**config.mk**
```make
export PLATFORM = sky130hd
export DESIGN_NAME = bus_decode
export DESIGN_NICKNAME = d
export VERILOG_FILES = /design/src/rtl/coco_bus_pkg.sv /design/src/rtl/bus_decode.sv
export VERILOG_INCLUDE_DIRS = /design/src /design/src/rtl
export SDC_FILE = /design/constraint.sdc
export NUM_CORES = 1
export LEC_CHECK = 0
export ABC_AREA = 1
export BUFFER_PORTS_ARGS = -buffer_cell sky130_fd_sc_hd__buf_4
export CAP_MARGIN = 15
export CORE_AREA = 2 2 39 41
export DETAILED_ROUTE_END_ITERATION = 7
export DIE_AREA = 0 0 41 43
export GPL_TIMING_DRIVEN = 0
export PLACE_DENSITY = 0.72
export SYNTH_ARGS = -nofsm -noshare
export SYNTH_HDL_FRONTEND = slang
export SYNTH_SLANG_ARGS = --single-unit
```
**constraint.sdc**
```tcl
create_clock -name vclk -period 0.8
set_clock_uncertainty 0.15 [all_clocks]
set_input_delay 0.08 -clock vclk [all_inputs]
set_output_delay 0.08 -clock vclk [all_outputs]
set_load 0.005 [all_outputs]
```
**src/rtl/coco_bus_cfg.svh**
```systemverilog
// bus widths, memory map bases and stub values, included by the rtl and the testbench
`ifndef COCO_BUS_CFG_SVH
`define COCO_BUS_CFG_SVH

// widths
`define COCO_ADDR_W         16        // cpu address
`define COCO_DATA_W         8         // bus byte
`define COCO_RAM_AW         15        // 32k ram
`define COCO_ROM_AW         14        // one 16k rom bank, or the cartridge
`define COCO_LOAD_W         2         // download index

// memory map, each base is the first address of its window
`define COCO_ROM_BASE       16'h8000  // extended basic, then colour basic at a000
`define COCO_CART_BASE      16'hc000  // cartridge up to feff
`define COCO_PIA0_BASE      16'hff00
`define COCO_PIA1_BASE      16'hff20
`define COCO_DISK_BASE      16'hff40
`define COCO_NONE_BASE      16'hff60  // nothing from here up
`define COCO_ACIA_SEL_BIT   2         // dragon 64 splits the pia0 window on this bit

// read path
`define COCO_READ_LATENCY   2         // request edge to result edge, in cycles
`define COCO_UNMAPPED_DATA  8'hff
`define COCO_ACIA_STATUS    8'h10     // transmit empty
`define COCO_PORTB_IN_D64   8'h01     // pin 0 held high on the dragon 64

// download targets
`define COCO_LOAD_BANK1     2'd0
`define COCO_LOAD_BANK2     2'd1
`define COCO_LOAD_CART      2'd2

`endif
```
**src/rtl/coco_bus_pkg.sv**
```systemverilog
// shared bus types and the device select enum, referenced by scoped name from rtl and testbench
`default_nettype none

`include "coco_bus_cfg.svh"

package coco_bus_pkg;

  // cpu side
  typedef logic [`COCO_ADDR_W-1:0] addr_t;   // full 64k address
  typedef logic [`COCO_DATA_W-1:0] data_t;   // one bus byte

  // array offsets
  typedef logic [`COCO_RAM_AW-1:0] ram_addr_t;  // word address into the 32k ram
  typedef logic [`COCO_ROM_AW-1:0] rom_addr_t;  // offset into a rom bank or the cartridge

  // download port
  typedef logic [`COCO_LOAD_W-1:0] load_idx_t;  // which array a download byte goes to

  // device a request lands on
  // ram, rom and cart come out of the arrays
  // pia1 is the only live peripheral, acia is a status stub
  // pia0 and io have no function left and read as unmapped
  typedef enum logic [2:0] {
    dev_ram  = 3'd0,
    dev_rom  = 3'd1,  // both basic windows, bank picked separately
    dev_cart = 3'd2,
    dev_pia0 = 3'd3,
    dev_pia1 = 3'd4,
    dev_acia = 3'd5,  // dragon 64 only
    dev_io   = 3'd6,  // disk i/o window
    dev_none = 3'd7   // ff60 and up
  } dev_sel_t;

endpackage

`default_nettype wire

```
**src/rtl/bus_decode.sv**
```systemverilog
// combinational address decode into device select, rom bank and array offsets
`timescale 1ns/1ns
`default_nettype none

`include "coco_bus_cfg.svh"

module bus_decode (
  input  wire logic                  dragon64,      // static mode pin
  input  wire coco_bus_pkg::addr_t   bus_addr,
  input  wire logic                  rom_bank_sel,  // from pia1 port b
  output coco_bus_pkg::dev_sel_t     dev_sel,
  output logic                       rom_bank,      // 1 picks the second basic bank
  output coco_bus_pkg::ram_addr_t    ram_addr,
  output coco_bus_pkg::rom_addr_t    rom_addr
);

  logic acia_hit;  // upper half of each pia0 quad on the dragon 64

  assign acia_hit = dragon64 & bus_addr[`COCO_ACIA_SEL_BIT];

  // walk the map from the bottom up
  always_comb
  begin
    if (bus_addr < `COCO_ROM_BASE)
    begin
      dev_sel = coco_bus_pkg::dev_ram;          // 0000-7fff
    end
    else if (bus_addr < `COCO_CART_BASE)
    begin
      dev_sel = coco_bus_pkg::dev_rom;          // ext basic and colour basic together
    end
    else if (bus_addr < `COCO_PIA0_BASE)
    begin
      dev_sel = coco_bus_pkg::dev_cart;         // c000-feff
    end
    else if (bus_addr < `COCO_PIA1_BASE)
    begin
      // ff00-ff1f, dragon 64 hangs the serial stub off address bit 2
      if (acia_hit)
        dev_sel = coco_bus_pkg::dev_acia;
      else
        dev_sel = coco_bus_pkg::dev_pia0;
    end
    else if (bus_addr < `COCO_DISK_BASE)
    begin
      dev_sel = coco_bus_pkg::dev_pia1;         // ff20-ff3f, mirrored every 4
    end
    else if (bus_addr < `COCO_NONE_BASE)
    begin
      dev_sel = coco_bus_pkg::dev_io;           // ff40-ff5f
    end
    else
    begin
      dev_sel = coco_bus_pkg::dev_none;
    end
  end

  // 8000 -> 0000 and a000 -> 2000, so the two 8k windows form one 16k bank
  // c000 -> 0000 for the cartridge, the same low bits serve both
  assign rom_addr = bus_addr[`COCO_ROM_AW-1:0];
  assign ram_addr = bus_addr[`COCO_RAM_AW-1:0];

  // coco has a single bank, the pia line only counts on the dragon 64
  assign rom_bank = dragon64 & rom_bank_sel;

endmodule

`default_nettype wire

```
* After elaboration in Yosys (flattened, before gate mapping)
Cells that the tools add are included.
** Operators by class
- Order comparisons :: 6
- Mux-type cells :: 7
- Bitwise operators :: 2
** Operators by type and width (count)
- $lt A16 B16 Y1 const B :: 6
- $mux W3 :: 5
- $and A1 B1 Y1 :: 2
- $mux W2 :: 1
- $mux W1 :: 1
** Word-level totals
- Register bits after elaboration :: 0
- Input bits :: 18
- Word-level logic and storage cells :: 15

* Longest topological paths before layout
- Depth in word-level cells :: 7
- Gate-level depth with buffers :: 7
- Depth with buffers taken out :: 7

* Worst setup path before layout
Ideal clock, no wire load.
- Path type :: input -> output
- From :: input bus_addr[9]
- To :: output dev_sel[0]
- Arrival time :: 0.515 ns
- Setup slack :: 0.055 ns
- Stages :: 6
- Buffers on the path :: 0
- Path through :: nand2_1 -> inv_1 -> nand2_2 -> nor2_4 -> nand2_1 -> a21oi_1
** Between the ends
- Cells in the longest elaborated chain, start to end :: 7
- Elaborated cells between the ends (all ways) :: 12
- Those cells by class :: 6 x order compare; 6 x mux
** Ends and longest elaborated chain
- start, declared :: line bus_decode.sv:9 : input wire coco_bus_pkg::addr_t bus_addr,
- $lt A16 B16 Y1 (no line)
- $mux W1 :: line bus_decode.sv:48 : else if (bus_addr < `COCO_NONE_BASE)
- $mux W2 :: line bus_decode.sv:44 : else if (bus_addr < `COCO_DISK_BASE)
- $mux W3 :: line bus_decode.sv:36 : else if (bus_addr < `COCO_PIA1_BASE)
- $mux W3 :: line bus_decode.sv:32 : else if (bus_addr < `COCO_PIA0_BASE)
- $mux W3 :: line bus_decode.sv:28 : else if (bus_addr < `COCO_CART_BASE)
- $mux W3 (*) :: line bus_decode.sv:24 : if (bus_addr < `COCO_ROM_BASE)
- end, declared :: line bus_decode.sv:11 : output coco_bus_pkg::dev_sel_t dev_sel,
Mark *: on every way between the ends. The rest lies on a longest branch, timed or not.

* Worst setup path in the final report
- From :: input bus_addr[7]
- To :: output dev_sel[0]
Same word-level chain as after synthesis.

==> key figures <==
Placed design
  • Inst Count DP: 119
  • Port Buf Inserts: 47
  • Pre-CTS WS: -0.1940 ns
  • Final Wtd Congestion: 0.6290
  • Detailed placer's ending HPWL: 806.6 um

Synth
  • Post-synth top area share: 63.74%
  • Top area cells in the synthesized netlist: buf_4 (64%), nand2_1 (11%), inv_1 (7.7%), nand2_2 (3.7%), nor2_4 (3.3%)
  • Synthesized instance count: 56
  • Multiplexer share of the synthesized area: 0%
  • Register area share after synthesis: 0%
  • Compound-Gate Fraction of Synth Area: 2.930%
  • Post-synthesis adder-cell area fraction: 0%
  • Main combinational cell family by area after synthesis: buffers and inverters
  • Cell taking the most area after synthesis: buf_4
  • Post-synthesis xor/xnor area fraction: 0%
  • Cell variety after synth: 10
  • Count leader, synth: buf_4
  • Cell Area, Synth: 341.6 um^2
  • Synth cell count leaders: buf_4 (29), nand2_1 (10), inv_1 (7)
  • Post-synthesis simple-gate area fraction: 24.54%
  • Post-Syn Nets: 74
  • Yosys warning total: 0
  • Mean Syn Cell Area: 6.100 um^2

Timing
  • Relative slew slack: 89.55%
  • Period minus WS final: 0.9415 ns
  • RSZ-0062 raised after global routing: yes
  • Hold Fails Final Rpt: 0
  • Setup-failing EPs final: 3
  • Fin. max-slew vios: 0
  • Final setup margin: -0.1415 ns
  • Fmax: 1.062 GHz
  • Worst Tran Pin Value: 0.1568 ns
  • Crit share post-route: 117.7%

Die
  • I/O pins: 51
  • Die Span Y: 43 um
  • Die width: 41 um
  • Die ar.: 0.001763 mm^2
  • Row cnt: 14
  • Starting Density: 24.68%
  • Placeable Area: 0.001384 mm^2

GRT
  • Vias in the first global route: 421
  • Total global-route track usage: 10.69%
  • Global route overflow: 0
  • Global-route wire length before repair: 1428 um
  • Antenna violations before repair: 0
  • Pin count of the biggest net entering global routing: 5

Worst setup path
  • CP Class: in -> out
  • CP endpoint kind: output pin
  • Worst-path fanout max: 4
  • CP arrival: 0.71 ns
  • Crit start category: input port
  • Data required, critical path: 0.57 ns

Final layout
  • FF+latch count: 0
  • Post-Layout Cell Count: 121
  • Layout net count: 125
  • Layout Area Growth over Synthesis: 135.2%
  • Ant. Diodes: 0
  • # fillers: 144
  • Number of clock buffers in the layout: 0
  • Layout cells sized above 1: 88.57%
  • Register area: 0 um^2
  • Multi-input gate area: 122.6 um^2

Detailed routing
  • Wire length on met3: 98 um
  • Routed WL per cell: 8.091 um
  • Routed WL: 979 um
  • Met2 routed WL: 569 um
  • Routed length on met1: 311 um
  • DR iter-0 viols: 0
  • Post-DR vias/cell: 3.785
  • DR pass1 iterations: 1
  • Total number of vias: 458
  • Number of remaining DRC errors: 0
  • Final ANT Viol Nets: 0
  • Top Layer Used: met3

Min path
  • Min-Delay Path Class: in -> out

Power and ir drop
  • Final Total Pwr: 388.3 uW
  • Leak: 0.4803 nW
  • Worst VDD drop: 0.2147 mV
  • Pwr/cell area: 483.4 mW/mm^2

Run status
  • Outcome: finished with violations
  • Failing checks: negative setup slack

Job
  • Max cap viols: 0

CTS
  • Cts hold-fix bufs: 0
==> worst max-delay path: stages <==
cell,delay [ns]
buf_8,0.10
nor2_4,0.13
nand2_2,0.06
nand2_2,0.07
nand2_2,0.05
a21oi_2,0.10
buf_4,0.11
==> final timing paths <==
kind / start / endpoint / cells after the start
max: bus_addr[7] / dev_sel[0] / 7
min: bus_addr[0] / rom_addr[0] / 2
==> timing repair <==
action	in CTS	in global routing
setup buffers	2	0
pin swaps	11	6
endpoints found under the setup margin	3	3
resized for setup	14	9
==> report_power, final <==
part           switching, mW  leakage (nW)  internal, mW
clock network              0             0             0
logic                  0.117         0.480         0.271
registers                  0             0             0
==> layer usage <==
layer	GRT usage [%]	up-vias
met2	22.50	28
met5	0	-
met1	10.76	197
met3	0.5236	0
li1	-	233
met4	0	0
==> kinds of logic after synthesis <==
logic type,Yosys count
and+or+nand+nor,17
buffers and inverters,37
AOI/OAI and AO/OA,2
==> cells in the final DEF (no fill, tap or decap) <==
cell,netlist,routed
nor2_4,1,2
buf_6,0,8
nand2_1,10,4
buf_4,29,68
and2_1,1,1
inv_2,1,3
inv_1,7,5
nand3_1,2,1
nand3_2,0,1
nand2_2,2,8
a21oi_1,2,1
buf_8,0,2
a21oi_2,0,1
==> layout make-up <==
class	count	area share (%)
Timing Repair Buffer	49	51.40
Buffer	29	27.10
Multi-Input combinational cell	19	15.26
Inverter	8	3.738
Tap cell	16	2.492
==> stage by stage <==
stage	setup TNS (ns)	hold WS [ns]	utilization [%]	cell area (um^2)
CTS	-0.3947	0.1768	56.60	783.3
finish	-0.3850	0.1758	58.05	803.3
detailed placement	-0.5221	0.1768	51.63	714.4
floorplan	0	0.06545	-	341.6
global placement	-0.5133	0.1758	51.63	714.4
global route	-0.5477	0.1795	58.05	803.3
Power figures use the tool's default switching activity.
