File: src/rtl/coco_bus_cfg.svh
// bus widths, memory map bases and stub values, included by the rtl and the testbench
`ifndef COCO_BUS_CFG_SVH
`define COCO_BUS_CFG_SVH

// widths
`define COCO_ADDR_W         16        // cpu address
`define COCO_DATA_W         8         // bus byte
`define COCO_RAM_AW         15        // 32k ram
`define COCO_ROM_AW         14        // one 16k rom bank, or the cartridge
`define COCO_LOAD_W         2         // download index

// memory map, each base is the first address of its window
`define COCO_ROM_BASE       16'h8000  // extended basic, then colour basic at a000
`define COCO_CART_BASE      16'hc000  // cartridge up to feff
`define COCO_PIA0_BASE      16'hff00
`define COCO_PIA1_BASE      16'hff20
`define COCO_DISK_BASE      16'hff40
`define COCO_NONE_BASE      16'hff60  // nothing from here up
`define COCO_ACIA_SEL_BIT   2         // dragon 64 splits the pia0 window on this bit

// read path
`define COCO_READ_LATENCY   2         // request edge to result edge, in cycles
`define COCO_UNMAPPED_DATA  8'hff
`define COCO_ACIA_STATUS    8'h10     // transmit empty
`define COCO_PORTB_IN_D64   8'h01     // pin 0 held high on the dragon 64

// download targets
`define COCO_LOAD_BANK1     2'd0
`define COCO_LOAD_BANK2     2'd1
`define COCO_LOAD_CART      2'd2

`endif
File: src/rtl/coco_bus_pkg.sv
// shared bus types and the device select enum, referenced by scoped name from rtl and testbench
`default_nettype none

`include "coco_bus_cfg.svh"

package coco_bus_pkg;

  // cpu side
  typedef logic [`COCO_ADDR_W-1:0] addr_t;   // full 64k address
  typedef logic [`COCO_DATA_W-1:0] data_t;   // one bus byte

  // array offsets
  typedef logic [`COCO_RAM_AW-1:0] ram_addr_t;  // word address into the 32k ram
  typedef logic [`COCO_ROM_AW-1:0] rom_addr_t;  // offset into a rom bank or the cartridge

  // download port
  typedef logic [`COCO_LOAD_W-1:0] load_idx_t;  // which array a download byte goes to

  // device a request lands on
  // ram, rom and cart come out of the arrays
  // pia1 is the only live peripheral, acia is a status stub
  // pia0 and io have no function left and read as unmapped
  typedef enum logic [2:0] {
    dev_ram  = 3'd0,
    dev_rom  = 3'd1,  // both basic windows, bank picked separately
    dev_cart = 3'd2,
    dev_pia0 = 3'd3,
    dev_pia1 = 3'd4,
    dev_acia = 3'd5,  // dragon 64 only
    dev_io   = 3'd6,  // disk i/o window
    dev_none = 3'd7   // ff60 and up
  } dev_sel_t;

endpackage

`default_nettype wire

File: src/rtl/pia_port_b.sv
// pia1 port b registers, with the readback rules and the dragon 64 rom bank line
`timescale 1ns/1ns
`default_nettype none

`include "coco_bus_cfg.svh"

module pia_port_b (
  input  wire logic                    clk,
  input  wire logic                    reset_n,
  input  wire logic                    dragon64,
  input  wire logic                    bus_valid,
  input  wire logic                    bus_rw,
  input  wire coco_bus_pkg::data_t     bus_wdata,
  input  wire logic [1:0]              bus_addr_lo,  // register within the mirrored quad
  input  wire coco_bus_pkg::dev_sel_t  dev_sel,
  output coco_bus_pkg::data_t          pia_rdata,
  output coco_bus_pkg::data_t          port_b,       // output register, video mode and sound
  output logic                         rom_bank_sel
);

  coco_bus_pkg::data_t ddrb;
  logic [5:0]          crb;      // irq flags in bits 7:6 dropped, read as 0
  coco_bus_pkg::data_t pins;     // port b input pins
  coco_bus_pkg::data_t rd_byte;
  logic                hit_wr;

  assign hit_wr = bus_valid & ~bus_rw & (dev_sel == coco_bus_pkg::dev_pia1);
  assign pins   = dragon64 ? `COCO_PORTB_IN_D64 : 8'h00;

  // crb bit 2 steers offset 2 between ddr and output register
  always_ff @(posedge clk)
  begin
    if (!reset_n)
    begin
      ddrb   <= 8'h00;
      port_b <= 8'h00;
      crb    <= 6'h00;
    end
    else if (hit_wr)
    begin
      case (bus_addr_lo)
        2'd2:
        begin
          if (crb[2])
            port_b <= bus_wdata;
          else
            ddrb <= bus_wdata;
        end
        2'd3:    crb <= bus_wdata[5:0];
        default: ;                               // port a, nothing behind it
      endcase
    end
  end

  always_comb
  begin
    case (bus_addr_lo)
      2'd2:    rd_byte = crb[2] ? ((port_b & ddrb) | (pins & ~ddrb)) : ddrb;
      2'd3:    rd_byte = {2'b00, crb};
      default: rd_byte = `COCO_UNMAPPED_DATA;    // port a dropped
    endcase
  end

  always_ff @(posedge clk)
  begin
    if (bus_valid && bus_rw)
      pia_rdata <= rd_byte;  // read_mux only takes it for dev_pia1
  end

  // pin 2 floats high through a resistor unless driven low as an output
  assign rom_bank_sel = ddrb[2] & ~port_b[2];

endmodule

`default_nettype wire

File: config.mk
export PLATFORM = sky130hd
export DESIGN_NAME = pia_port_b
export DESIGN_NICKNAME = d
export VERILOG_FILES = /design/src/rtl/coco_bus_pkg.sv /design/src/rtl/pia_port_b.sv
export VERILOG_INCLUDE_DIRS = /design/src /design/src/rtl
export SDC_FILE = /design/constraint.sdc
export NUM_CORES = 1
export LEC_CHECK = 0
export ABC_AREA = 1
export BUFFER_PORTS_ARGS = -buffer_cell sky130_fd_sc_hd__buf_2
export CAP_MARGIN = 20
export CELL_PAD_IN_SITES_DETAIL_PLACEMENT = 1
export CELL_PAD_IN_SITES_GLOBAL_PLACEMENT = 1
export CORE_UTILIZATION = 39
export DETAILED_ROUTE_END_ITERATION = 16
export GPL_ROUTABILITY_DRIVEN = 0
export PLACE_DENSITY_LB_ADDON = 0.1
export SYNTH_ARGS = -nofsm -noshare
export SYNTH_HDL_FRONTEND = slang
export SYNTH_SLANG_ARGS = --single-unit
File: constraint.sdc
create_clock -name clk -period 3 [get_ports clk]
set_clock_uncertainty 0.2 [all_clocks]
set_input_delay 0.3 -clock clk [delete_from_list [all_inputs] [get_ports clk]]
set_output_delay 0.3 -clock clk [all_outputs]
set_load 0.05 [all_outputs]
* Word-level counts from Yosys, hierarchy flattened *
Index checks and enable logic that the tools add are counted.

cells by class
  eq/ne operators = 3
  muxes and demuxes = 3
  bitwise gates (word level) = 10
  reduce and logical (&&, ||, !) cells = 4

operator list
  kind                                   number
  8-bit one-hot mux with 2 select lines  1
  1-bit by 8-bit AND with 8-bit output   1
  8-bit AND                              1
  8-bit two-way mux                      1
  8-bit NOT                              1
  8-bit OR                               1
  3-bit AND reduction                    2
  2-bit == test (second input constant)  2
  1-bit AND                              3
  3-bit == test (second input constant)  1
  1-bit NOT                              3
  2-bit AND reduction                    1
  1-bit logical AND                      1
  1-bit two-way mux                      1

word-level totals
  register bits after elaboration = 30
  output and inout bits = 17
  logic and storage cells = 24

* Logic depth before layout (Yosys ltp) *
  word-level depth = 5
  depth in mapped cells = 7

* Least setup slack after synthesis *
Ideal clock, no wire load.

  kind = reg-to-output
  start point = reg port_b[2]
  end point = out rom_bank_sel
  arrival time = 1.209 ns
  required time = 2.500 ns
  slack = 1.291 ns
  cell stages (with the launch flop) = 2
  buffers on the path = 0
  path through = dfxtp_1 nor2_1

between the ends
  longest elaborated chain between the ends = 2

ends and longest elaborated chain
  item                    line              source
  from (decl)             pia_port_b.sv:17  output coco_bus_pkg::data_t port_b,
  from (signal assigned)  pia_port_b.sv:45  port_b <= bus_wdata;
  1-bit NOT               pia_port_b.sv:71  assign rom_bank_sel = ddrb[2] & ~port_b[2];
  1-bit AND               pia_port_b.sv:71
  to (decl)               pia_port_b.sv:18  output logic rom_bank_sel

No other way between the ends.

* Final worst setup path *
  start point = reg crb[2]
  end point = reg port_b[6]

between the ends
  longest elaborated chain between the ends = 1

ends and longest elaborated chain
  item                                  line              source
  from (decl)                           pia_port_b.sv:22  logic [5:0] crb;
  from (signal assigned)                pia_port_b.sv:49  2'd3: crb <= bus_wdata[5:0];
  3-bit AND reduction (no source line)  --

No other way between the ends.
A chain may end at the register's enable or synchronous reset.

==> flow_summary.toml <==
[status]
status = "completed"

[detailed_routing]
routed_wl_mm = 3.29
drt_iter0_drc = 22
routedWlPerCell_um = 12.6
post_drt_via_cell_ratio = 4.73
drt_first_pass_iters = 4
drc = 0
num_vias = 1234
ant_nets = 0

[synth]
synthTopCellsByArea = "dfxtp_1 33%, edfxtp_1 18%, nor2_1 15%"
yosys.area.top_type = "dfxtp_1"
netlist_area_um2 = 1350
avgSynthCellArea_um2 = 7.47
synth.net_count = 198
netlist_instances = 180
synth_cell_type_count = 15
ys_seq_elements = 30
ys_seq_area_share_pct = 50.6
ys_warn_count = 0
synth_commonest_cells = "53 x nor2_1, 30 x nand2_1, 23 x nand3_1"
yosysMostFrequentCell = "nor2_1"
async_flop_share_pct = 0
synth_top_area_share_pct = 32.7
yosys_most_used_dff = "dfxtp_1"
synth_enable_flop_cells = 8

[place]
port_buffers = 34
dpl.hpwl_mm = 2.44
placedCellCount = 253

[clocking]
clk_latency_ps = 330
cts-root-buf = "clkbuf_4"
cts_sinks = 30
cts_tree = "yes"
postCtsSetupRepairBufs = 0
cts_resized = 0
cts.reportedPaths.clkPinSlew_ps = 100
ctsHtreeMaxLevel = 2
cts_inserted_buffers = 5
cts_buffer_depth = 2
postCtsHoldBufs = 0

[worst_hold_path]
whs_path_depth = 2
hp-class = "in -> reg"
hp-start = "bus_addr_lo[1]"

[pwr]
switchingPower_mw = 0.203
power_frac_clock_pct = 38.4
p_seq_share_pct = 51.8
irDropWorstVdd_mv = 0.292
power_density_nw_per_um2 = 509
switching_share_pct = 24.7
intPower_mw = 0.618
p_leak_nw = 0.733
p_comb_share_pct = 9.8

[timing]
tns_ps = 0
tightest_slew_ps = 739
setup_viol = 0
hold_violations = 0
max-slew-margin-rel_pct = 50.7
post-route-min-period_ps = 1680
post-route-period-util_pct = 56.1
rsz0062_at_grt = "no"
clock.fmax_mhz = 594
slew_violations = 0

[final_layout]
diodes = 0
final_cells = 261
area_delta_synth_final_pct = 19.9
nets = 234
drive_gt1_share_pct = 22.6

[floorplanning]
die_w_um = 60.7
core_um2 = 3150
start_util_pct = 42.7
die-area_um2 = 3690
die_h_um = 60.7
io_pins = 35
std_cell_rows = 20

[worst_setup_path]
crit_path_max_fanout = 12
critPathLaunch = "crb[2]"
reg2reg_depth = 5
worst_ep_required_time_ps = 3030
end_kind = "flop"
cp.arrival_ps = 1710
timing_worst_setup_path_type = "reg -> reg"
cp-start-kind = "flop"
r2r_start = "crb[2]"

[grt]
gr-usage-all-layers_pct = 20.1
grt_max_degree = 23
grt.overflow.total = 0
first_global_vias = 1176
grt_pass1_wl_mm = 5.26
antenna_found_initial = 0

[job]
max_cap_violations = 0
## worst paths after layout
| check | endpoint | slack [ps] |
|---|---|---|
| worst max-delay path | port_b[6] | 1320 |
| worst min-delay path | pia_rdata[6] | 80 |
| worst max register to register | port_b[6] | 1320 |
| worst min register to register | crb[1] | 290 |
## sequential cells by signal, indices dropped and copies added, names as in the netlist
name       flops
crb            6
ddrb           8
port_b         8
pia_rdata      8
## cell families (layout without fill, tap and decap cells)
kind of cell / Yosys count / count (layout) / synth area share [%]
DFF: 30 / 30 / 50.6
and+or+nand+nor: 112 / 112 / 35.9
AOI/OAI and AO/OA: 16 / 16 / 6.14
buffers and inverters: 22 / 59 / 7.35
## critical path, stage by stage, from the launching register on
cell	delay (ps)
dfxtp_1	380
inv_1	210
nor2_1	500
nand3_1	150
nand2_1	110
nor2_1	40
## per-stage QoR
| step | area (µm²) | hold slack [ps] | util, % | power (mW) | setup slack, ps |
|---|---|---|---|---|---|
| finish | 1610 | 82.9 | 51.2 | 0.821 | 1320 |
| global route | 1610 | 124 | 51.2 | 0.845 | 1160 |
| CTS | 1610 | 96.5 | 51.2 | 0.825 | 1280 |
| detailed placement | 1540 | 277 | 48.7 | 0.515 | 1160 |
| global placement | 1540 | 259 | 48.7 | 0.513 | 1220 |
| floorplan | 1350 | 221 | - | 0.490 | 1290 |
## power groups by stage
stage	logic [mW]	clock network [mW]	registers (mW)
5_1_grt	0.0896	0.330	0.426
3_3_place_gp	0.0785	0	0.434
4_1_cts	0.0814	0.319	0.425
3_5_place_dp	0.0809	0	0.434
2_1_floorplan	0.0361	0	0.453
6_report	0.0806	0.315	0.425
## area by class of cell
class	instances	area (µm²)
clock buffer	5	37.5
timing repair buffer	34	170
sequential	30	681
multi-input combinational	128	566
tap	44	55.1
clock inverter	3	40.0
inverter	17	63.8
fill	425	1540
## routing by layer
| metal | track usage (%) | up-vias | wire (µm) |
|---|---|---|---|
| met5 | 0 | - | 0 |
| met1 | 24.0 | 560 | 1480 |
| li1 | - | 642 | - |
| met4 | 6.82 | 0 | 49 |
| met2 | 35.5 | 26 | 1630 |
| met3 | 4.48 | 6 | 129 |
## cell usage in the layout (no fill, tap or decap)
cell type / n
clkinv_2: 2
bufinv_16: 1
inv_2: 1
nand2_1: 30
edfxtp_1: 8
inv_1: 16
o21ai_0: 11
nand3_1: 23
nor2_1: 53
dfxtp_1: 22
a21oi_1: 4
a22oi_1: 1
clkbuf_4: 5
buf_2: 34
nand3_2: 1
nor2_2: 2
nor2_4: 3
Power figures use the tool's default switching activity.
