`src/rtl/coco_bus_cfg.svh`:
```
// bus widths, memory map bases and stub values, included by the rtl and the testbench
`ifndef COCO_BUS_CFG_SVH
`define COCO_BUS_CFG_SVH

// widths
`define COCO_ADDR_W         16        // cpu address
`define COCO_DATA_W         8         // bus byte
`define COCO_RAM_AW         15        // 32k ram
`define COCO_ROM_AW         14        // one 16k rom bank, or the cartridge
`define COCO_LOAD_W         2         // download index

// memory map, each base is the first address of its window
`define COCO_ROM_BASE       16'h8000  // extended basic, then colour basic at a000
`define COCO_CART_BASE      16'hc000  // cartridge up to feff
`define COCO_PIA0_BASE      16'hff00
`define COCO_PIA1_BASE      16'hff20
`define COCO_DISK_BASE      16'hff40
`define COCO_NONE_BASE      16'hff60  // nothing from here up
`define COCO_ACIA_SEL_BIT   2         // dragon 64 splits the pia0 window on this bit

// read path
`define COCO_READ_LATENCY   2         // request edge to result edge, in cycles
`define COCO_UNMAPPED_DATA  8'hff
`define COCO_ACIA_STATUS    8'h10     // transmit empty
`define COCO_PORTB_IN_D64   8'h01     // pin 0 held high on the dragon 64

// download targets
`define COCO_LOAD_BANK1     2'd0
`define COCO_LOAD_BANK2     2'd1
`define COCO_LOAD_CART      2'd2

`endif
```
`src/rtl/coco_bus_pkg.sv`:
```
// shared bus types and the device select enum, referenced by scoped name from rtl and testbench
`default_nettype none

`include "coco_bus_cfg.svh"

package coco_bus_pkg;

  // cpu side
  typedef logic [`COCO_ADDR_W-1:0] addr_t;   // full 64k address
  typedef logic [`COCO_DATA_W-1:0] data_t;   // one bus byte

  // array offsets
  typedef logic [`COCO_RAM_AW-1:0] ram_addr_t;  // word address into the 32k ram
  typedef logic [`COCO_ROM_AW-1:0] rom_addr_t;  // offset into a rom bank or the cartridge

  // download port
  typedef logic [`COCO_LOAD_W-1:0] load_idx_t;  // which array a download byte goes to

  // device a request lands on
  // ram, rom and cart come out of the arrays
  // pia1 is the only live peripheral, acia is a status stub
  // pia0 and io have no function left and read as unmapped
  typedef enum logic [2:0] {
    dev_ram  = 3'd0,
    dev_rom  = 3'd1,  // both basic windows, bank picked separately
    dev_cart = 3'd2,
    dev_pia0 = 3'd3,
    dev_pia1 = 3'd4,
    dev_acia = 3'd5,  // dragon 64 only
    dev_io   = 3'd6,  // disk i/o window
    dev_none = 3'd7   // ff60 and up
  } dev_sel_t;

endpackage

`default_nettype wire

```
`src/rtl/read_mux.sv`:
```
// result stage, lines up the device select with the array data and registers the read byte
`timescale 1ns/1ns
`default_nettype none

`include "coco_bus_cfg.svh"

module read_mux (
  input  wire logic                    clk,
  input  wire logic                    reset_n,
  input  wire logic                    bus_valid,
  input  wire logic                    bus_rw,
  input  wire coco_bus_pkg::dev_sel_t  dev_sel,
  input  wire coco_bus_pkg::data_t     mem_rdata,   // registered in mem_bank
  input  wire coco_bus_pkg::data_t     pia_rdata,   // registered in pia_port_b
  output logic                         rd_valid,
  output coco_bus_pkg::data_t          rd_data
);

  logic                   rd_pend;  // read in flight, first stage
  coco_bus_pkg::dev_sel_t rd_sel;   // its device, same age as mem_rdata

  // stage 1, same edge the arrays capture their byte
  always_ff @(posedge clk)
  begin
    if (!reset_n)
      rd_pend <= 1'b0;
    else
      rd_pend <= bus_valid & bus_rw;  // writes never enter the pipe
  end

  always_ff @(posedge clk)
  begin
    rd_sel <= dev_sel;
  end

  // stage 2
  always_ff @(posedge clk)
  begin
    if (!reset_n)
      rd_valid <= 1'b0;
    else
      rd_valid <= rd_pend;
  end

  always_ff @(posedge clk)
  begin
    if (rd_pend)
    begin
      case (rd_sel)
        coco_bus_pkg::dev_ram,
        coco_bus_pkg::dev_rom,
        coco_bus_pkg::dev_cart: rd_data <= mem_rdata;
        coco_bus_pkg::dev_pia1: rd_data <= pia_rdata;
        coco_bus_pkg::dev_acia: rd_data <= `COCO_ACIA_STATUS;  // stub, same at every register
        default:                rd_data <= `COCO_UNMAPPED_DATA; // pia0, disk i/o, unmapped
      endcase
    end
  end

endmodule

`default_nettype wire

```
`config.mk`:
```
export PLATFORM = sky130hd
export DESIGN_NAME = read_mux
export DESIGN_NICKNAME = d
export VERILOG_FILES = /design/src/rtl/coco_bus_pkg.sv /design/src/rtl/read_mux.sv
export VERILOG_INCLUDE_DIRS = /design/src /design/src/rtl
export SDC_FILE = /design/constraint.sdc
export NUM_CORES = 1
export LEC_CHECK = 0
export ABC_AREA = 1
export BUFFER_PORTS_ARGS = -buffer_cell sky130_fd_sc_hd__buf_4
export CORE_AREA = 2 2 42 44
export CTS_CLUSTER_DIAMETER = 150
export CTS_CLUSTER_SIZE = 10
export DETAILED_ROUTE_END_ITERATION = 8
export DIE_AREA = 0 0 44 46
export GPL_ROUTABILITY_DRIVEN = 0
export PLACE_DENSITY = 0.66
export SLEW_MARGIN = 5
export SYNTH_ARGS = -nofsm -noshare
export SYNTH_HDL_FRONTEND = slang
export SYNTH_SLANG_ARGS = --single-unit
```
`constraint.sdc`:
```
create_clock -name clk -period 1 [get_ports clk]
set_input_delay 0.2 -clock clk [delete_from_list [all_inputs] [get_ports clk]]
set_output_delay 0.2 -clock clk [all_outputs]
set_load 0.005 [all_outputs]
```
# After elaboration in Yosys (flattened, before gate mapping)
# Index checks and enable logic that the tools add are counted.
# op_classes
n_addsub	0
n_mul	0
div	0
n_lt_le_gt_ge	0
eq_ne	4
shifts	0
n_mux	1
bitwise	1
reduce_logical	2
# op_table
operator	count
$pmux W8 S3	1
$eq A3 B3 Y1 const B	2
$eq A3 B1 Y1 const B	1
$eq A3 B2 Y1 const B	1
$logic_not A3 Y1	1
$reduce_or A3 Y1	1
$and A1 B1 Y1	1
# word_totals
ff_bits	13
latchBits	0
ram_bits	0
romBits	0
in_bits	23
out_inout_bits	9
word_cells	12
memories	0

# Depth between registers and ports, before layout
# Gate-level depths: netlist of the first run.
# depth
ltp_word	3
depth_mapped	4

# Least setup slack after synthesis of the first run
# No wires, ideal clock.
# synth_path
kind	reg2reg
startpoint	reg rd_sel[2]
endpoint	reg rd_data[0] (data pin)
t_arrival_ns	0.704
path_slack_ns	0.031
path_stages_with_launch	4
path_buffers	1
synth_period_minus_slack_ns	0.969
path_cell_list	dfxtp_1 -> buf_6 -> o21ai_4 -> nand3_1
# synth_between
elab_chain_cells	3
# synth_lines
item	line	text
start, declared	read_mux.sv:20	coco_bus_pkg::dev_sel_t rd_sel;
start signal, assigned	read_mux.sv:33	rd_sel <= dev_sel;
$eq A3 B1 Y1 (tied with other cells)	read_mux.sv:49	case (rd_sel)
$reduce_or A3 Y1	read_mux.sv:49	
$pmux W8 S3 (*)	read_mux.sv:49	
end signal, assigned	read_mux.sv:52	coco_bus_pkg::dev_cart: rd_data <= mem_rdata;
end signal, assigned	read_mux.sv:53	coco_bus_pkg::dev_pia1: rd_data <= pia_rdata;
end signal, assigned	read_mux.sv:54	coco_bus_pkg::dev_acia: rd_data <= `COCO_ACIA_STATUS;
end, declared	read_mux.sv:16	output coco_bus_pkg::data_t rd_data
# Mark *: on every way between the ends. The rest lies on a longest branch, timed or not.
# A chain may end at the register's enable or synchronous reset.

# Final worst setup path of the first run
# layout_path
startpoint	reg rd_data[6]
endpoint	out rd_data[6]
# No word-level cell between the ends.

==> flow_summary.ini, run 1 <==
[synthesis]
synth_fa_ha_area_share_pct = 0
yosysWarnings = 0
syn-num-nets = 68
synth_top_family_by_area = simple AND/OR/NAND/NOR gates
syn-cell-area_sq_um = 508
muxShareOfSynthArea_pct = 0
avgSynthCellArea_sq_um = 11.3
syn_inst = 45
synth_seq_cells = 13
synthSimpleGateAreaFrac_pct = 25.1
ys_seq_area_share_pct = 67.0
synth_compound_area_share_pct = 4.19
ys_types = 11
synth-xor-area-share_pct = 0

[floorplan]
ios = 32
num_rows = 15
core_sq_um = 1610
die_area_sq_um = 2020
fp.dieW_um = 44
initial_core_util_pct = 31.5
die_h_um = 46

[critical_path]
critPathSlowestCell = edfxtp_1
start_kind = flop
cp.arrival_ns = 0.78
cp.required_ns = 0.80
slowest_delay_ns = 0.39
crit_chain = buf_6
criticalPathCategory = flop to output port
endpoint_kind = output port
cp.buffers_inverters = 1
worst-path-max-fanout = 1
crit_family = flip-flops

[sta]
slew_violations = 0
fin_ws_ns = 0.0150
post-route-period-util_pct = 98.5
worst_pin_slew_ns = 0.400
min_period_ns = 0.985
skew_ns = 0.00156
rsz0062_at_grt = yes
max_slew_margin_pct = 73.3
hold_viol = 0
finalSetupViolCount = 0
fmax_mhz = 1020

[cts]
clk_pin_slew_ns = 0.08
clk_latency_ns = 0.27
cts_buffers = 3
cts_htree_levels = 1
cts_tree = yes
ctsHoldBuffers = 0
root_buffer = clkbuf_4
cts_buffer_depth = 2
clkSinkCount = 13

[global_routing]
grt_max_degree = 10
grtUsageMet3_pct = 4.37
busiest_layer = met2
grt_overflow = 0
grt_use_total_pct = 13.1
met1_usage_pct = 13.7
grt_pass1_vias = 434
antenna_found_initial = 0
grt_util_met2_pct = 21.2
grt_pass1_wl_um = 1800

[cells_and_area]
syn_to_final_growth_pct = 70.7
post_route_cells_drive_above_1_share_pct = 60.7
n_antenna_cell = 0
nNetsFinal = 108

[power_and_ir_drop]
p_comb_share_pct = 16.0
power_mw = 1.12
pwr-share-clk_pct = 28.4
p_sw_mw = 0.247
worst_ir_drop_vdd_uv = 571
switching_share_pct = 22.1
power_density_nw_per_um2 = 1290
leakage_nw = 0.405
pwr-share-seq_pct = 55.6
intPower_mw = 0.871

[detailed_routing]
drt_first_iter_violations = 8
wl_per_cell_um = 11.9
first_pass_iters = 4
vias_per_cell = 4.71
vias = 476
wl_um = 1200
drcViolationCount = 0
ant_nets = 0

[flow_run]
maxCapViolCount = 0

[placed_design]
dp_slack_ns = -0.00343
dpl.hpwl_um = 891
io_buffers = 31

[outcome]
status = finished clean

[hold_path]
worstHoldPathType = primary input to flop
==> registers in the layout (all words and copies together), names as in the netlist <==
name and flops:
rd_data 8, rd_sel 3, rd_pend 1, rd_valid 1
==> final timing paths <==
path / startpoint / endpoint / slack (ns) / cells after the start
worst max-delay path: rd_data[6]$_DFFE_PP_ / rd_data[6] / 0.02 / 1
worst max register to register: rd_sel[2]$_DFF_P_ / rd_data[4]$_DFFE_PP_ / 0.02 / 3
worst min register to register: rd_pend$_SDFF_PN0_ / rd_valid$_SDFF_PN0_ / 0.62 / 2
worst min-delay path: dev_sel[1] / rd_sel[1]$_DFF_P_ / 0.03 / 1
==> routing by layer <==
metal / wire length (um) / vias to the layer above
li1: - / 238
met1: 462 / 216
met2: 614 / 20
met3: 96 / 2
met4: 25 / 0
met5: 0 / -
==> power by group through the flow <==
stage | logic, mW | registers [mW] | clock network [mW]
floorplan | 0.0507 | 0.629 | 0
global placement | 0.152 | 0.631 | 0
detailed placement | 0.153 | 0.633 | 0
CTS | 0.153 | 0.621 | 0.325
global route | 0.198 | 0.625 | 0.347
finish | 0.179 | 0.622 | 0.317
==> what timing repair did <==
item | 4_1_cts | 5_1_grt
cloned | 0 | 0
pin swaps | 1 | 3
gates resized for setup | 1 | 13
setup buffers | 0 | 3
endpoints found under the setup margin | 3 | 15
==> cell usage in the layout (no fill, tap or decap) <==
master / netlist / routed
edfxtp_1: 8 / 8
o21ai_0: 1 / 1
buf_6: 1 / 3
clkbuf_1: 0 / 1
dfxtp_2: 0 / 2
inv_1: 1 / 1
clkbuf_4: 0 / 3
and3_1: 1 / 1
nand3_1: 17 / 11
buf_4: 0 / 33
nand2_1: 8 / 8
dfxtp_1: 5 / 2
o21ai_4: 1 / 1
nor2_4: 0 / 1
nand3_2: 0 / 6
dfxtp_4: 0 / 1
inv_2: 1 / 1
==> logic make-up after synthesis <==
family | Yosys count
flops | 13
simple gates | 27
compound gates | 2
buf+inv | 3
==> cells in the mapped netlist <==
cell	number	share of area [%]
o21ai_4	1	3.2
inv_1	1	0.74
nor2_2	1	1.2
dfxtp_1	5	20
edfxtp_1	8	47
and3_1	1	1.2
buf_6	1	2.2
nand3_1	17	17
inv_2	1	0.74
nand2_1	8	5.9
o21ai_0	1	0.98
==> layout make-up <==
| type | count | area, sq um |
|---|---|---|
| Clock buffer | 4 | 26.3 |
| Sequential cell | 13 | 347 |
| Inverter | 2 | 7.51 |
| Timing Repair Buffer | 36 | 282 |
| Multi-Input combinational cell | 29 | 184 |
| Tap cell | 17 | 21.3 |
| Fill cell | 145 | 747 |
==> stage by stage <==
stage	hold WS (ns)	cells	util (%)	area [sq um]	TNS, ns
finish	0.0289	101	53.7	867	0
global route	0.0143	101	53.7	867	-0.142
CTS	0.0216	98	49.1	793	0
detailed placement	0.306	94	47.4	766	-0.00604
global placement	0.306	94	47.4	766	0
floorplan	0.228	45	-	508	0
(Power assumes the default switching activity.)
==> run 2, diff against run 1 <==
--- a/config.mk
+++ b/config.mk
@@ -7,7 +7,7 @@
 export NUM_CORES = 1
 export LEC_CHECK = 0
 export ABC_AREA = 1
-export BUFFER_PORTS_ARGS = -buffer_cell sky130_fd_sc_hd__buf_4
+export BUFFER_PORTS_ARGS = -buffer_cell sky130_fd_sc_hd__buf_2
 export CORE_AREA = 2 2 42 44
 export CTS_CLUSTER_DIAMETER = 150
 export CTS_CLUSTER_SIZE = 10
==> flow_summary.ini, run 2 (synthesis results as in run 1) <==
[placed_design]
dp_slack_ns = -0.000880
dpl.hpwl_um = 853
placed_area_sq_um = 688
io_buffers = 31

[critical_path]
crit_start = rd_data[7]$_DFFE_PP_
reg2reg_from = rd_sel[2]$_DFF_P_
cp.arrival_ns = 0.78
crit_family = flip-flops
cp.required_ns = 0.80
endpoint_kind = output port
crit_chain = buf_2
criticalPathCategory = flop to output port
start_kind = flop
worst-path-max-fanout = 1
slowest_delay_ns = 0.38
cp.buffers_inverters = 1
critPathSlowestCell = edfxtp_1

[floorplan]
fp.dieW_um = 44
num_rows = 15
die_h_um = 46
initial_core_util_pct = 31.5
core_sq_um = 1610
die_area_sq_um = 2020
ios = 32

[sta]
holdWs_ns = 0.0303
fmax_mhz = 1020
post-route-period-util_pct = 97.8
min_period_ns = 0.978
skew_ns = 0.00479
max_slew_margin_pct = 75.0
slew_violations = 0
rsz0062_at_grt = yes
hold_viol = 0
finalSetupViolCount = 0
setup-tns-final_ns = 0
worst_pin_slew_ns = 0.375
fin_ws_ns = 0.0221

[power_and_ir_drop]
leakage_nw = 0.342
p_sw_mw = 0.234
power_density_nw_per_um2 = 1460
pwr-share-clk_pct = 30.0
switching_share_pct = 22.2
intPower_mw = 0.823
worst_ir_drop_vdd_uv = 559
pwr-share-seq_pct = 58.7
p_comb_share_pct = 11.3

[cells_and_area]
largest_register = rd_data
nNetsFinal = 105
syn_to_final_growth_pct = 42.4
n_antenna_cell = 0
num-fill-cells = 168
stdcell_area_sq_um = 723
utilization_pct = 44.8
layout_commonest_cell = buf_2
largest_reg_flops = 8
largest_registers = rd_data: 8 flops, rd_sel: 3 flops
post_route_cells_drive_above_1_share_pct = 51.9
final_cell_mix = buf_2, nand3_1, nand2_1, edfxtp_1

[cts]
cts_setup_buffers = 0
clkSinkCount = 13
cts_htree_levels = 1
cts_buffer_depth = 2
cts_tree = yes
clk_latency_ns = 0.27
clk_pin_slew_ns = 0.07
cts_buffers = 3
root_buffer = clkbuf_4

[global_routing]
antenna_found_initial = 0
grt_max_degree = 10
grt_pass1_wl_um = 1560
grt_pass1_vias = 386
grt_overflow = 0
grt_use_total_pct = 10.9

[detailed_routing]
vias = 458
ant_nets = 0
met3_length_um = 74
topRoutingLayerUsed = met3
first_pass_iters = 4
wl_met1_um = 449
wl_met2_um = 553
wl_um = 1080
drt_first_iter_violations = 8
drcViolationCount = 0
vias_per_cell = 4.67
wl_per_cell_um = 11.0

[flow_run]
maxCapViolCount = 0

[outcome]
status = finished clean

[hold_path]
worstHoldPathType = primary input to flop
hp-start = dev_sel[2]
==> run 2: stage by stage <==
| step | power, mW | cells |
|---|---|---|
| 2_1_floorplan | 0.680 | 45 |
| 3_3_place_gp | 0.748 | 94 |
| 3_5_place_dp | 0.752 | 94 |
| 4_1_cts | 1.07 | 98 |
| 5_1_grt | 1.11 | 98 |
| 6_report | 1.06 | 98 |
==> run 2: what timing repair did <==
item | 4_1_cts | 5_1_grt
hold buffers | 0 | 0
setup endpoints to repair | 3 | 11
pin swaps | 1 | 1
resized for setup | 1 | 3
==> run 2: power by group through the flow <==
stage | logic [mW] | clock network, mW | registers, mW
after global routing | 0.138 | 0.353 | 0.624
after global placement | 0.119 | 0 | 0.630
final | 0.120 | 0.317 | 0.621
after detailed placement | 0.121 | 0 | 0.631
after floorplan | 0.0507 | 0 | 0.629
after CTS | 0.121 | 0.331 | 0.619
==> run 2: metal layers <==
layer,GRT usage [%],up-vias
li1,-,235
met1,12.2,203
met2,18.5,20
met3,3.57,0
met4,5.45,0
met5,0,-
==> run 2: area by class of cell <==
class / count / area, sq um / share of cell area (%)
clock buffers: 4 / 26.3 / 3.63
inverters: 2 / 7.51 / 1.04
multi-input cells: 29 / 154 / 21.3
flip-flops and latches: 13 / 344 / 47.6
well taps: 17 / 21.3 / 2.94
repair buffers: 33 / 170 / 23.5
==> run 2: worst paths after layout <==
kind / endpoint / slack, ns / cells after the start
worst max-delay path: rd_data[7] / 0.02 / 1
worst min-delay path: rd_sel[2]$_DFF_P_ / 0.03 / 1
worst max register to register: rd_data[2]$_DFFE_PP_ / 0.04 / 2
worst min register to register: rd_valid$_SDFF_PN0_ / 0.60 / 2
==> run 3, diff against run 2 <==
==> constraint.sdc (replaced) <==
create_clock -name clk -period 1 [get_ports clk]
set_input_delay 0.1 -clock clk [delete_from_list [all_inputs] [get_ports clk]]
set_output_delay 0.1 -clock clk [all_outputs]
set_load 0.005 [all_outputs]
==> flow_summary.ini, run 3 (synthesis results as in run 1) <==
[critical_path]
criticalPathCategory = flop to flop
ff2ff_setup_slack_ns = 0.04
cp.arrival_ns = 0.98
start_kind = flop
crit_start = rd_sel[2]$_DFF_P_
endpoint_kind = flop
cp.required_ns = 1.02
worst-path-max-fanout = 8
reg2reg_from = rd_sel[2]$_DFF_P_

[sta]
slew_violations = 0
fin_ws_ns = 0.0386
fmax_mhz = 1040
hold_viol = 0
worst_pin_slew_ns = 0.375
holdWs_ns = 0.0198
max_slew_margin_pct = 75.0
post-route-period-util_pct = 96.1
min_period_ns = 0.961
rsz0062_at_grt = yes
skew_ns = 0.00479
finalSetupViolCount = 0

[detailed_routing]
ant_nets = 0
wl_um = 1080
wl_per_cell_um = 10.7
drt_first_iter_violations = 8
vias = 468
drcViolationCount = 0
first_pass_iters = 4
vias_per_cell = 4.63

[floorplan]
core_sq_um = 1610
fp.dieW_um = 44
die_area_sq_um = 2020
initial_core_util_pct = 31.5
num_rows = 15
die_h_um = 46
ios = 32

[cts]
cts_buffers = 3
cts_tree = yes
cts_buffer_depth = 2
cts_htree_levels = 1
clk_latency_ns = 0.27
clkSinkCount = 13
clk_pin_slew_ns = 0.08
root_buffer = clkbuf_4

[flow_run]
maxCapViolCount = 0

[cells_and_area]
multi_input_area_sq_um = 154
syn_to_final_growth_pct = 48.3
utilization_pct = 46.7
nNetsFinal = 108
largest_register = rd_data
largest_reg_flops = 8
layout_commonest_cell = buf_2
n_antenna_cell = 0
num-fill-cells = 165
largest_registers = rd_data: 8 flops, rd_sel: 3 flops
ff_latch_area_sq_um = 344
post_route_cells_drive_above_1_share_pct = 50.0
final_cell_mix = buf_2, nand3_1, nand2_1, edfxtp_1

[hold_path]
hp-start = reset_n
worstHoldPathType = primary input to flop

[global_routing]
grt_util_met2_pct = 19.7
grt_use_total_pct = 11.2
busiest_layer = met2
antenna_found_initial = 0
grtUsageMet3_pct = 3.57
grt_pass1_wl_um = 1610
met1_usage_pct = 12.2
grt_pass1_vias = 410
grt_max_degree = 10
grt_overflow = 0

[power_and_ir_drop]
power_density_nw_per_um2 = 1410
worst_ir_drop_vdd_uv = 559
switching_share_pct = 22.1
p_sw_mw = 0.236
pwr-share-clk_pct = 29.7
pwr-share-seq_pct = 58.2
p_comb_share_pct = 12.0
intPower_mw = 0.830
leakage_nw = 0.354

[outcome]
status = finished clean

[placed_design]
io_buffers = 31
dp_slack_ns = -0.000880
dpl.hpwl_um = 853
-- run 3: final timing paths --
| check | endpoint | cells past startpoint |
|---|---|---|
| setup / recovery | rd_data[2]$_DFFE_PP_ | 2 |
| hold / removal | rd_valid$_SDFF_PN0_ | 3 |
| setup reg to reg | rd_data[2]$_DFFE_PP_ | 2 |
| hold reg to reg | rd_valid$_SDFF_PN0_ | 2 |
-- run 3: stage by stage --
step           setup TNS (ns)  instances  power [mW]  cell area, sq um
4_1_cts                     0        101        1.08               746
3_5_place_dp        -0.000880         94       0.752               688
3_3_place_gp                0         94       0.748               688
6_report                    0        101        1.07               753
2_1_floorplan               0         45       0.680               508
5_1_grt                -0.126        101        1.12               753
-- run 3: worst max-delay path: stages (launching register included) --
cell,delay (ns)
dfxtp_2,0.35
o21ai_4,0.24
nand3_1,0.12
-- run 3: area by class of cell --
cell class	instances	share of cell area (%)
Multi-Input combinational cell	29	20.4
Clock buffer	4	3.49
Sequential cell	13	45.7
Timing Repair Buffer	36	26.6
Tap cell	17	2.82
Inverter	2	0.997
-- run 3: timing repair --
action	CTS	global route
setup buffers	0	0
endpoints found under the setup margin	3	8
gates resized for setup	1	3
pin swaps	1	1
hold buffers	3	0
hold endpoints to repair	3	0
-- run 3: power groups by stage --
stage          logic [mW]  registers (mW)  clock network (mW)
4_1_cts             0.130           0.619               0.331
6_report            0.128           0.621               0.317
3_5_place_dp        0.121           0.631                   0
3_3_place_gp        0.119           0.630                   0
5_1_grt             0.147           0.624               0.353
2_1_floorplan      0.0507           0.629                   0
-- run 3: metal layers --
layer	vias up	part of all wire [%]
met5	-	0
met4	0	0
met3	0	6.2
met2	20	52
met1	207	42
li1	241	-
